`config.mk`:
```
export PLATFORM = sky130hd
export DESIGN_NAME = clock_mgmt_top
export DESIGN_NICKNAME = d
export VERILOG_FILES = /design/src/rtl/clock_mgmt_pkg.sv /design/src/rtl/adc_clock_model.sv /design/src/rtl/clkgen_model.sv /design/src/rtl/clock_mgmt_top.sv /design/src/rtl/mmcm_drp_master.sv /design/src/rtl/phase_shift_ctrl.sv /design/src/rtl/reg_clock_mgmt.sv
export VERILOG_INCLUDE_DIRS = /design/src /design/src/rtl
export SDC_FILE = /design/constraint.sdc
export NUM_CORES = 1
export LEC_CHECK = 0
export BUFFER_PORTS_ARGS = -buffer_cell sky130_fd_sc_hd__buf_2
export CORE_ASPECT_RATIO = 1.1
export CORE_MARGIN = 4
export CORE_UTILIZATION = 56
export DETAILED_ROUTE_END_ITERATION = 10
export GPL_TIMING_DRIVEN = 0
export PLACE_DENSITY_LB_ADDON = 0.2
export SYNTH_ARGS = -nofsm -noshare
export SYNTH_HDL_FRONTEND = slang
export SYNTH_SLANG_ARGS = --single-unit
```
`constraint.sdc`:
```
create_clock -name clk_usb -period 3.9 [get_ports clk_usb]
set_input_delay 0.585 -clock clk_usb [delete_from_list [all_inputs] [get_ports clk_usb]]
set_output_delay 0.585 -clock clk_usb [all_outputs]
set_load 0.01 [all_outputs]
```
`src/rtl/clock_mgmt_defines.svh`:
```
`ifndef CLOCK_MGMT_DEFINES_SVH
`define CLOCK_MGMT_DEFINES_SVH

// register interface
`define BYTECNT_W 7

// register map
`define ADDR_CLKSETTINGS 8'h26 // byte0 bit0 adc div4 select, byte1 status (read only)
`define ADDR_PHASE 8'h19 // 9-bit phase, writing byte1 loads the request
`define ADDR_DRP 8'h3A // staged DRP access, writing byte3 starts it

// status bits in ADDR_CLKSETTINGS byte 1
`define STAT_ADC_LOCKED 0
`define STAT_GEN_LOCKED 1
`define STAT_PHASE_DONE 2

// clock generator model
`define DRP_DIV_ADDR 7'h08 // low byte sets clkgen half period in clk_usb cycles
`define DRP_DIV_RESET 16'h0004 // divide value after reset
`define DRP_RDY_DELAY 2 // den to drdy latency
`define LOCK_CYCLES 64 // cycles from reconfig to lock

// phase shift handshake
`define PSDONE_DELAY 3 // psen to psdone latency

`endif

```
`src/rtl/clock_mgmt_pkg.sv`:
```
package clock_mgmt_pkg;

    typedef logic [7:0] reg_addr_t; // register address
    typedef logic [7:0] reg_byte_t; // register data byte
    typedef logic [6:0] drp_addr_t; // DRP address
    typedef logic [15:0] drp_data_t; // DRP data word

    // two's complement, -256 .. 255
    typedef logic signed [8:0] phase_t;

    // DRP master FSM
    typedef enum logic [1:0] {
        DRP_IDLE, // waiting for a request, issues den when one is latched
        DRP_WAIT_RDY, // den sent, waiting on drdy
        DRP_DONE // data captured, back to idle
    } drp_state_e;

    // phase shift FSM
    typedef enum logic [1:0] {
        PS_IDLE, // compare actual against target
        PS_STEP, // psen pulse
        PS_WAIT_DONE // waiting for psdone
    } ps_state_e;

endpackage

```
`src/rtl/adc_clock_model.sv`:
```
`timescale 1ns/1ps
`include "clock_mgmt_defines.svh"

module adc_clock_model (
    input  logic clk_usb,
    input  logic rst_n,
    input  logic clkgen,
    input  logic adc_div4_sel,
    input  logic gen_locked,
    input  logic psen,
    input  logic psincdec,
    output logic psdone,
    output logic adc_locked,
    output logic adc_clk_out
);

    logic                     clkgen_d; // previous clkgen sample
    logic                     adc_clk_q; // ADC clock before phase taps
    logic                     skip_q; // div4 toggles on every second rise
    logic [`PSDONE_DELAY-1:0] ps_pipe; // psen travelling toward psdone
    logic                     dir_q;
    logic [1:0]               tap; // coarse phase position
    logic [3:0]               dly; // phase delay line

    wire clk_rise = clkgen && !clkgen_d;
    wire clk_edge = clkgen ^ clkgen_d;

    always_ff @(posedge clk_usb or negedge rst_n) begin
        if (!rst_n) begin
            clkgen_d   <= 1'b0;
            adc_clk_q  <= 1'b0;
            skip_q     <= 1'b0;
            ps_pipe    <= '0;
            dir_q      <= 1'b0;
            tap        <= '0;
            dly        <= '0;
            adc_locked <= 1'b0;
        end else begin
            clkgen_d <= clkgen;
            if (!adc_div4_sel) begin
                if (clk_edge)
                    adc_clk_q <= ~adc_clk_q; // x1 tracks clkgen one cycle late
            end else if (clk_rise) begin
                skip_q <= ~skip_q;
                if (skip_q)
                    adc_clk_q <= ~adc_clk_q; // period is four clkgen periods
            end
            ps_pipe <= {ps_pipe[`PSDONE_DELAY-2:0], psen};
            if (psen)
                dir_q <= psincdec;
            if (psdone)
                tap <= dir_q ? tap + 2'd1 : tap - 2'd1;
            dly        <= {dly[2:0], adc_clk_q};
            adc_locked <= gen_locked; // one cycle behind the generator
        end
    end

    assign psdone      = ps_pipe[`PSDONE_DELAY-1];
    assign adc_clk_out = dly[tap];

endmodule

```
`src/rtl/clkgen_model.sv`:
```
`timescale 1ns/1ps
`include "clock_mgmt_defines.svh"

module clkgen_model (
    input  logic                      clk_usb,
    input  logic                      rst_n,
    input  clock_mgmt_pkg::drp_addr_t drp_addr,
    input  clock_mgmt_pkg::drp_data_t drp_din,
    input  logic                      drp_dwe,
    input  logic                      drp_den,
    output clock_mgmt_pkg::drp_data_t drp_dout,
    output logic                      drp_drdy,
    output logic                      clkgen,
    output logic                      gen_locked
);

    clock_mgmt_pkg::drp_data_t regs [16]; // addresses alias modulo 16
    clock_mgmt_pkg::drp_data_t div_reg; // divide entry, starts at the default divide
    logic [`DRP_RDY_DELAY-1:0] rdy_pipe; // den travelling toward drdy
    logic [7:0]                half; // effective half period
    logic [7:0]                hcnt;
    logic [$clog2(`LOCK_CYCLES+1)-1:0] lock_cnt;

    wire drp_wr  = drp_den && drp_dwe;
    wire div_sel = (drp_addr[3:0] == 4'(`DRP_DIV_ADDR));

    always_ff @(posedge clk_usb) begin
        if (drp_wr)
            regs[drp_addr[3:0]] <= drp_din;
        if (drp_den)
            drp_dout <= div_sel ? div_reg : regs[drp_addr[3:0]]; // held until drdy
    end

    assign half = (div_reg[7:0] == 8'd0) ? 8'd1 : div_reg[7:0]; // 0 behaves as 1

    always_ff @(posedge clk_usb or negedge rst_n) begin
        if (!rst_n) begin
            div_reg  <= `DRP_DIV_RESET;
            rdy_pipe <= '0;
            hcnt     <= '0;
            clkgen   <= 1'b0;
            lock_cnt <= '0;
        end else begin
            rdy_pipe <= {rdy_pipe[`DRP_RDY_DELAY-2:0], drp_den};
            if (drp_wr && div_sel) begin
                div_reg <= drp_din;
                hcnt    <= '0; // restart the divider on the new value
                clkgen  <= 1'b0;
            end else if (hcnt == half - 8'd1) begin
                hcnt   <= '0;
                clkgen <= ~clkgen;
            end else begin
                hcnt <= hcnt + 8'd1;
            end
            if (drp_wr)
                lock_cnt <= '0; // any reconfig drops lock
            else if (!gen_locked)
                lock_cnt <= lock_cnt + 1'b1;
        end
    end

    assign drp_drdy   = rdy_pipe[`DRP_RDY_DELAY-1];
    assign gen_locked = (lock_cnt == `LOCK_CYCLES);

    // one transaction in flight at a time
    a_den_single: assert property (@(posedge clk_usb) disable iff (!rst_n)
        drp_den |-> rdy_pipe == '0);

endmodule

```
`src/rtl/clock_mgmt_top.sv`:
```
`timescale 1ns/1ps
`include "clock_mgmt_defines.svh"

module clock_mgmt_top (
    input  logic                      clk_usb,
    input  logic                      rst_n,
    input  clock_mgmt_pkg::reg_addr_t reg_address,
    input  logic [`BYTECNT_W-1:0]     reg_bytecnt,
    input  clock_mgmt_pkg::reg_byte_t reg_datai,
    output clock_mgmt_pkg::reg_byte_t reg_datao,
    input  logic                      reg_read,
    input  logic                      reg_write,
    output logic                      clkgen,
    output logic                      adc_clk_out,
    output logic                      gen_locked,
    output logic                      adc_locked
);

    logic                      adc_div4_sel;
    clock_mgmt_pkg::phase_t    phase_requested;
    clock_mgmt_pkg::phase_t    phase_actual;
    logic                      phase_load;
    logic                      phase_done;
    logic                      drp_req;
    logic                      drp_req_we;
    clock_mgmt_pkg::drp_addr_t drp_req_addr;
    clock_mgmt_pkg::drp_data_t drp_req_data;
    clock_mgmt_pkg::drp_data_t drp_rdata;
    logic                      drp_busy;
    clock_mgmt_pkg::drp_addr_t drp_addr; // DRP bus to the generator
    clock_mgmt_pkg::drp_data_t drp_din;
    clock_mgmt_pkg::drp_data_t drp_dout;
    logic                      drp_dwe;
    logic                      drp_den;
    logic                      drp_drdy;
    logic                      psen; // phase step handshake
    logic                      psincdec;
    logic                      psdone;

    reg_clock_mgmt u_reg_clock_mgmt (
        .clk_usb, .rst_n, .reg_address, .reg_bytecnt, .reg_datai, .reg_datao,
        .reg_read, .reg_write, .adc_div4_sel, .phase_requested, .phase_load,
        .phase_actual, .phase_done, .drp_req, .drp_req_we, .drp_req_addr,
        .drp_req_data, .drp_rdata, .drp_busy, .gen_locked, .adc_locked
    );

    mmcm_drp_master u_mmcm_drp_master (
        .clk_usb, .rst_n, .drp_req, .drp_req_we, .drp_req_addr, .drp_req_data,
        .drp_busy, .drp_rdata, .drp_addr, .drp_din, .drp_dwe, .drp_den,
        .drp_dout, .drp_drdy
    );

    clkgen_model u_clkgen_model (
        .clk_usb, .rst_n, .drp_addr, .drp_din, .drp_dwe, .drp_den, .drp_dout,
        .drp_drdy, .clkgen, .gen_locked
    );

    phase_shift_ctrl u_phase_shift_ctrl (
        .clk_usb, .rst_n, .phase_requested, .phase_load, .phase_actual,
        .phase_done, .psen, .psincdec, .psdone
    );

    adc_clock_model u_adc_clock_model (
        .clk_usb, .rst_n, .clkgen, .adc_div4_sel, .gen_locked, .psen,
        .psincdec, .psdone, .adc_locked, .adc_clk_out
    );

endmodule

```
`src/rtl/mmcm_drp_master.sv`:
```
`timescale 1ns/1ps
`include "clock_mgmt_defines.svh"

module mmcm_drp_master (
    input  logic                      clk_usb,
    input  logic                      rst_n,
    input  logic                      drp_req,
    input  logic                      drp_req_we,
    input  clock_mgmt_pkg::drp_addr_t drp_req_addr,
    input  clock_mgmt_pkg::drp_data_t drp_req_data,
    output logic                      drp_busy,
    output clock_mgmt_pkg::drp_data_t drp_rdata,
    output clock_mgmt_pkg::drp_addr_t drp_addr,
    output clock_mgmt_pkg::drp_data_t drp_din,
    output logic                      drp_dwe,
    output logic                      drp_den,
    input  clock_mgmt_pkg::drp_data_t drp_dout,
    input  logic                      drp_drdy
);

    clock_mgmt_pkg::drp_state_e state;
    logic                       we_q; // latched direction

    always_ff @(posedge clk_usb or negedge rst_n) begin
        if (!rst_n) begin
            state     <= clock_mgmt_pkg::DRP_IDLE;
            drp_busy  <= 1'b0;
            we_q      <= 1'b0;
            drp_addr  <= '0;
            drp_din   <= '0;
            drp_rdata <= '0;
        end else begin
            if (drp_req && !drp_busy) begin // requests while busy are lost
                drp_busy <= 1'b1;
                we_q     <= drp_req_we;
                drp_addr <= drp_req_addr;
                drp_din  <= drp_req_data;
            end
            case (state)
                clock_mgmt_pkg::DRP_IDLE: begin
                    if (drp_busy)
                        state <= clock_mgmt_pkg::DRP_WAIT_RDY; // den goes out this cycle
                end
                clock_mgmt_pkg::DRP_WAIT_RDY: begin
                    if (drp_drdy) begin
                        if (!we_q)
                            drp_rdata <= drp_dout; // keep old data on writes
                        drp_busy <= 1'b0;
                        state    <= clock_mgmt_pkg::DRP_DONE;
                    end
                end
                default: state <= clock_mgmt_pkg::DRP_IDLE;
            endcase
        end
    end

    assign drp_den = (state == clock_mgmt_pkg::DRP_IDLE) && drp_busy; // one cycle after req
    assign drp_dwe = drp_den && we_q;

    // drdy comes back a fixed latency after den
    a_drdy_latency: assert property (@(posedge clk_usb) disable iff (!rst_n)
        drp_drdy |-> $past(drp_den, `DRP_RDY_DELAY));

    // the generator must not answer without an outstanding den
    a_no_stray_drdy: assert property (@(posedge clk_usb) disable iff (!rst_n)
        drp_drdy |-> state != clock_mgmt_pkg::DRP_IDLE);

endmodule

```
`src/rtl/phase_shift_ctrl.sv`:
```
`timescale 1ns/1ps
`include "clock_mgmt_defines.svh"

module phase_shift_ctrl (
    input  logic                   clk_usb,
    input  logic                   rst_n,
    input  clock_mgmt_pkg::phase_t phase_requested,
    input  logic                   phase_load,
    output clock_mgmt_pkg::phase_t phase_actual,
    output logic                   phase_done,
    output logic                   psen,
    output logic                   psincdec,
    input  logic                   psdone
);

    clock_mgmt_pkg::ps_state_e state;
    clock_mgmt_pkg::phase_t    target; // latched request
    logic                      dir_q; // direction of the step in flight

    always_ff @(posedge clk_usb or negedge rst_n) begin
        if (!rst_n) begin
            state        <= clock_mgmt_pkg::PS_IDLE;
            target       <= '0;
            phase_actual <= '0;
            dir_q        <= 1'b0;
        end else begin
            if (phase_load)
                target <= phase_requested; // retargets even mid-step
            case (state)
                clock_mgmt_pkg::PS_IDLE: begin
                    if (phase_actual != target)
                        state <= clock_mgmt_pkg::PS_STEP;
                end
                clock_mgmt_pkg::PS_STEP: begin
                    dir_q <= psincdec;
                    state <= clock_mgmt_pkg::PS_WAIT_DONE;
                end
                default: begin
                    if (psdone) begin
                        phase_actual <= dir_q ? phase_actual + 9'sd1 : phase_actual - 9'sd1;
                        state        <= clock_mgmt_pkg::PS_IDLE;
                    end
                end
            endcase
        end
    end

    assign psen       = (state == clock_mgmt_pkg::PS_STEP);
    assign psincdec   = (target > phase_actual); // signed compare
    assign phase_done = (phase_actual == target);

    // a step is only answered while one is outstanding
    a_psdone_waiting: assert property (@(posedge clk_usb) disable iff (!rst_n)
        psdone |-> state == clock_mgmt_pkg::PS_WAIT_DONE);

    // clock model answers each psen after a fixed delay
    a_psdone_latency: assert property (@(posedge clk_usb) disable iff (!rst_n)
        psdone |-> $past(psen, `PSDONE_DELAY));

endmodule

```
`src/rtl/reg_clock_mgmt.sv`:
```
`timescale 1ns/1ps
`include "clock_mgmt_defines.svh"

module reg_clock_mgmt (
    input  logic                      clk_usb,
    input  logic                      rst_n,
    input  clock_mgmt_pkg::reg_addr_t reg_address,
    input  logic [`BYTECNT_W-1:0]     reg_bytecnt,
    input  clock_mgmt_pkg::reg_byte_t reg_datai,
    output clock_mgmt_pkg::reg_byte_t reg_datao,
    input  logic                      reg_read,
    input  logic                      reg_write,
    output logic                      adc_div4_sel,
    output clock_mgmt_pkg::phase_t    phase_requested,
    output logic                      phase_load,
    input  clock_mgmt_pkg::phase_t    phase_actual,
    input  logic                      phase_done,
    output logic                      drp_req,
    output logic                      drp_req_we,
    output clock_mgmt_pkg::drp_addr_t drp_req_addr,
    output clock_mgmt_pkg::drp_data_t drp_req_data,
    input  clock_mgmt_pkg::drp_data_t drp_rdata,
    input  logic                      drp_busy,
    input  logic                      gen_locked,
    input  logic                      adc_locked
);

    clock_mgmt_pkg::reg_byte_t phase_lo; // low phase byte, held until byte 1 arrives

    always_ff @(posedge clk_usb or negedge rst_n) begin
        if (!rst_n) begin
            adc_div4_sel    <= 1'b0; // x1 clock after reset
            phase_lo        <= '0;
            phase_requested <= '0;
            phase_load      <= 1'b0;
            drp_req         <= 1'b0;
            drp_req_we      <= 1'b0;
            drp_req_addr    <= '0;
            drp_req_data    <= '0;
        end else begin
            phase_load <= 1'b0; // strobes last one cycle
            drp_req    <= 1'b0;
            if (reg_write) begin
                case (reg_address)
                    `ADDR_CLKSETTINGS: begin
                        if (reg_bytecnt == 'd0)
                            adc_div4_sel <= reg_datai[0]; // byte 1 is status, writes dropped
                    end
                    `ADDR_PHASE: begin
                        if (reg_bytecnt == 'd0) begin
                            phase_lo <= reg_datai;
                        end else if (reg_bytecnt == 'd1) begin
                            phase_requested <= {reg_datai[0], phase_lo}; // sign bit in byte 1
                            phase_load      <= 1'b1;
                        end
                    end
                    `ADDR_DRP: begin
                        case (reg_bytecnt)
                            'd0: drp_req_addr       <= reg_datai[6:0];
                            'd1: drp_req_data[7:0]  <= reg_datai;
                            'd2: drp_req_data[15:8] <= reg_datai;
                            'd3: begin
                                drp_req_we <= reg_datai[0];
                                drp_req    <= 1'b1; // master drops it when busy
                            end
                            default: ;
                        endcase
                    end
                    default: ;
                endcase
            end
        end
    end

    // same-cycle readback
    always_comb begin
        reg_datao = '0; // unmapped and idle read 0
        if (reg_read) begin
            case (reg_address)
                `ADDR_CLKSETTINGS: begin
                    if (reg_bytecnt == 'd0) begin
                        reg_datao = {7'd0, adc_div4_sel};
                    end else if (reg_bytecnt == 'd1) begin
                        reg_datao[`STAT_ADC_LOCKED] = adc_locked;
                        reg_datao[`STAT_GEN_LOCKED] = gen_locked;
                        reg_datao[`STAT_PHASE_DONE] = phase_done;
                    end
                end
                `ADDR_PHASE: begin
                    if (reg_bytecnt == 'd0)
                        reg_datao = phase_actual[7:0];
                    else if (reg_bytecnt == 'd1)
                        reg_datao = {7'd0, phase_actual[8]};
                end
                `ADDR_DRP: begin
                    if (reg_bytecnt == 'd0)
                        reg_datao = drp_rdata[7:0]; // last read word
                    else if (reg_bytecnt == 'd1)
                        reg_datao = drp_rdata[15:8];
                    else if (reg_bytecnt == 'd2)
                        reg_datao = {7'd0, drp_busy};
                end
                default: ;
            endcase
        end
    end

endmodule

```
==> flow_metrics.tcl <==
set metrics [dict create \
    status "finished clean" \
    die_x_um 172 \
    synth_common_cells "edfxtp_1, dfrtp_1, mux2_2" \
    relSlewSlack_pct 33.4 \
    fin_area_sq_um 18900 \
    placed_area_sq_um 17500 \
    grt_usage_pct 21.7 \
    ys_types 62 \
    grt_pass1_wl_mm 53.6 \
    die_y_um 189 \
    synth_cells 1013 \
    cts_buffers 41 \
    fin_hold_ws_ns 0.00240 \
    peakVddDrop_mv 0.429 \
    syn_to_final_growth_pct 13.6 \
    p_leak_uw 0.00646 \
    max_cap_viol_count 0 \
    synth_top_area_share_pct 46.2 \
    cts_root_buffer "clkbuf_16" \
    power.share.sequential_pct 53.0 \
    drt_iter0_markers 761 \
    ys_warn_count 0 \
    yosys.area.top_type "edfxtp_1" \
    detail_route.wl_per_cell_um 22.6 \
    hold_violations 0 \
    seq_area_frac_synth_pct 68.6 \
    synth_fp_nets 1062 \
    cp.arrival_ns 3.91 \
    power.density_nw_per_um2 452 \
    setup_viol_count_final 0 \
    grt_overflow 0 \
    r2r_slack_ns 0.22 \
    cts-htree-levels 2 \
    period_needed_ns 3.68 \
    io_buffers 37 \
    synth_top_cells_by_area "edfxtp_1, dfrtp_1, mux4_2, mux2_2, ha_1" \
    cts_setup_buffers 0 \
    cp_slowest_cell "nor3_2" \
    nNetsFinal 1155 \
    critPathRequiredTime_ns 4.14 \
    synth_ff_type "edfxtp_1" \
    avgViaCountPerCell 5.93 \
    worst-path-buf-inv 2 \
    antenna_cells 0 \
    rsz0062_at_grt "false" \
    avgSynthCellArea_sq_um 16.4 \
    grt_antenna_before_repair 0 \
    path_delay_family "simple AND/OR/NAND/NOR gates" \
    setup_ws_ns 0.223 \
    clkTransAtPathRegs_ns 0.06 \
    power.total_uw 8540 \
    clockPowerShare_pct 46.2 \
    routed_wl_mm 34.1 \
    clk_latency_ns 0.54 \
    routabilityCongestion 0.840 \
    crit_path_start "u_mmcm_drp_master.state[1]$_DFFE_PN0P_" \
    r2r_start "u_mmcm_drp_master.state[1]$_DFFE_PN0P_" \
    dp_hpwl_mm 22.9 \
    synthArstFlopShare_pct 36.8 \
    worstSetupStartpointType "flip-flop" \
    slew_viol_final 0 \
    cts_tree "built" \
    synth_edf_count 256 \
    hp-class "primary input to asynchronous set/reset pin" \
    critical_path_class "flip-flop to flip-flop" \
    syn_area_sq_um 16600 \
    grt_pass1_vias 9121 \
    dr.pass1.iters 7 \
    crit_fanout 18 \
    synth_most_common_cell "edfxtp_1" \
    p_comb_share_pct 0.8 \
    largest_reg_flops 240 \
    clock_sinks 405 \
    core_area_sq_um 29000 \
    dr_total_vias 8933 \
    drc 0 \
    intPower_uw 6880 \
    cp_slowest_stage_delay_ns 0.79 \
    ant_nets 0 \
    fmax_ghz 0.272 \
    num_io_pins 39 \
    fin_crit_sh_pct 94.3 \
    switchingPower_uw 1660 \
    drive_gt1_share_pct 27.0 \
    pre_cts_ws_ns -0.175 \
    max_slew.worst_pin.slew_ns 0.994 \
    die_area_sq_um 32500 \
    ys_seq_elements 405 \
    initial_core_util_pct 57.5 \
    grt_max_degree 101 \
    switching_share_pct 19.4 \
    ctsHoldBuffers 0 \
    ctsLongestPathBuffers 3 \
    cts_resized 1 \
    rows 65 \
    path_cells "nor3b_4 -> and2_1 -> clkbuf_1 -> nand3b_1 -> nor3_2 -> buf_8" \
    fin_worst_skew_ns 0.0163 \
    cp-end-kind "flip-flop" \
]
## path summary, 6_finish.rpt
check,endpoint,cells after the start
hold / removal,u_clkgen_model.lock_cnt[4]$_DFFE_PN0P_,1
min in group clk_usb,u_reg_clock_mgmt.drp_req_data[6]$_DFFE_PN0P_,2
setup / recovery,u_clkgen_model.regs[1][9]$_DFFE_PP_,6
setup reg to reg,u_clkgen_model.regs[1][9]$_DFFE_PP_,6
hold reg to reg,u_adc_clock_model.ps_pipe[2]$_DFF_PN0_,0
max in group asynchronous,u_phase_shift_ctrl.target[2]$_DFFE_PN0P_,2
## power groups by stage
stage	Clock (uW)	Sequential, uW	Combinational [uW]
2_1_floorplan	0	4610	8.65
3_3_place_gp	0	4620	62.4
3_5_place_dp	0	4610	67.7
4_1_cts	4020	4530	67.5
5_1_grt	4200	4520	74.5
6_report	3950	4530	64.5
## area by class of cell
class / instances / area [sq um]
sequential: 405 / 11400
fill: 1990 / 10000
multi-input combinational: 538 / 5000
clock buffer: 52 / 1100
tap: 368 / 460
timing repair buffer: 50 / 377
clock inverter: 24 / 272
buffer: 46 / 194
inverter: 24 / 90.1
## placed cells by master, fill, tap and decap left out, types with 6 or more instances in the layout
| cell type | count |
|---|---|
| inv_1 | 23 |
| nand2b_1 | 10 |
| xor2_1 | 12 |
| nor2b_1 | 6 |
| mux2i_1 | 21 |
| nor3_1 | 7 |
| buf_8 | 6 |
| nor4_1 | 7 |
| xnor2_1 | 16 |
| o21ai_0 | 21 |
| clkinv_2 | 6 |
| mux2_2 | 95 |
| or3_1 | 6 |
| clkinv_1 | 8 |
| dfrtp_1 | 148 |
| edfxtp_1 | 256 |
| o21a_1 | 20 |
| ha_1 | 21 |
| nand3_1 | 13 |
| a21oi_1 | 27 |
| clkbuf_16 | 41 |
| clkbuf_1 | 38 |
| nor2_1 | 54 |
| nor2_2 | 11 |
| mux4_2 | 65 |
| and3_1 | 6 |
| buf_2 | 46 |
| a22oi_1 | 6 |
| nand2_1 | 58 |
| buf_6 | 8 |
## per-stage QoR
step / cells / setup TNS [ns] / utilization, %
2_1_floorplan: 1013 / 0 / -
3_3_place_gp: 1418 / -128.67 / 59.7
3_5_place_dp: 1431 / -4.03 / 60.5
4_1_cts: 1507 / 0 / 65.3
5_1_grt: 1507 / 0 / 65.3
6_report: 1507 / 0 / 65.3
## cells by family (layout without fill, tap and decap cells)
kind of cell | Yosys count | count (layout) | synth area share, %
adder cells (fa/ha/maj) | 22 | 22 | 1.70
buffers and inverters | 70 | 196 | 1.71
AO/OA/AOI/OAI | 98 | 98 | 3.87
multiplexers | 182 | 182 | 16.6
XOR/XNOR | 28 | 28 | 1.47
flip-flops | 405 | 405 | 68.6
AND/OR/NAND/NOR | 208 | 208 | 6.08
## worst register-to-register path, cell delays in order (launching register included)
cell,delay [ns]
dfrtp_1,0.43
nor3b_4,0.75
and2_1,0.31
clkbuf_1,0.50
nand3b_1,0.36
nor3_2,0.79
buf_8,0.25
## per-layer routing
metal / vias up / global-route usage [%] / share of wire [%] / routed length (um)
li1: 4048 / - / - / -
met1: 4580 / 30.4 / 43 / 14500
met2: 251 / 35.7 / 49 / 16900
met3: 54 / 3.69 / 5.3 / 1810
met4: 0 / 5.62 / 2.6 / 903
met5: - / 0 / 0 / 0
Power figures use the tool's default switching activity.
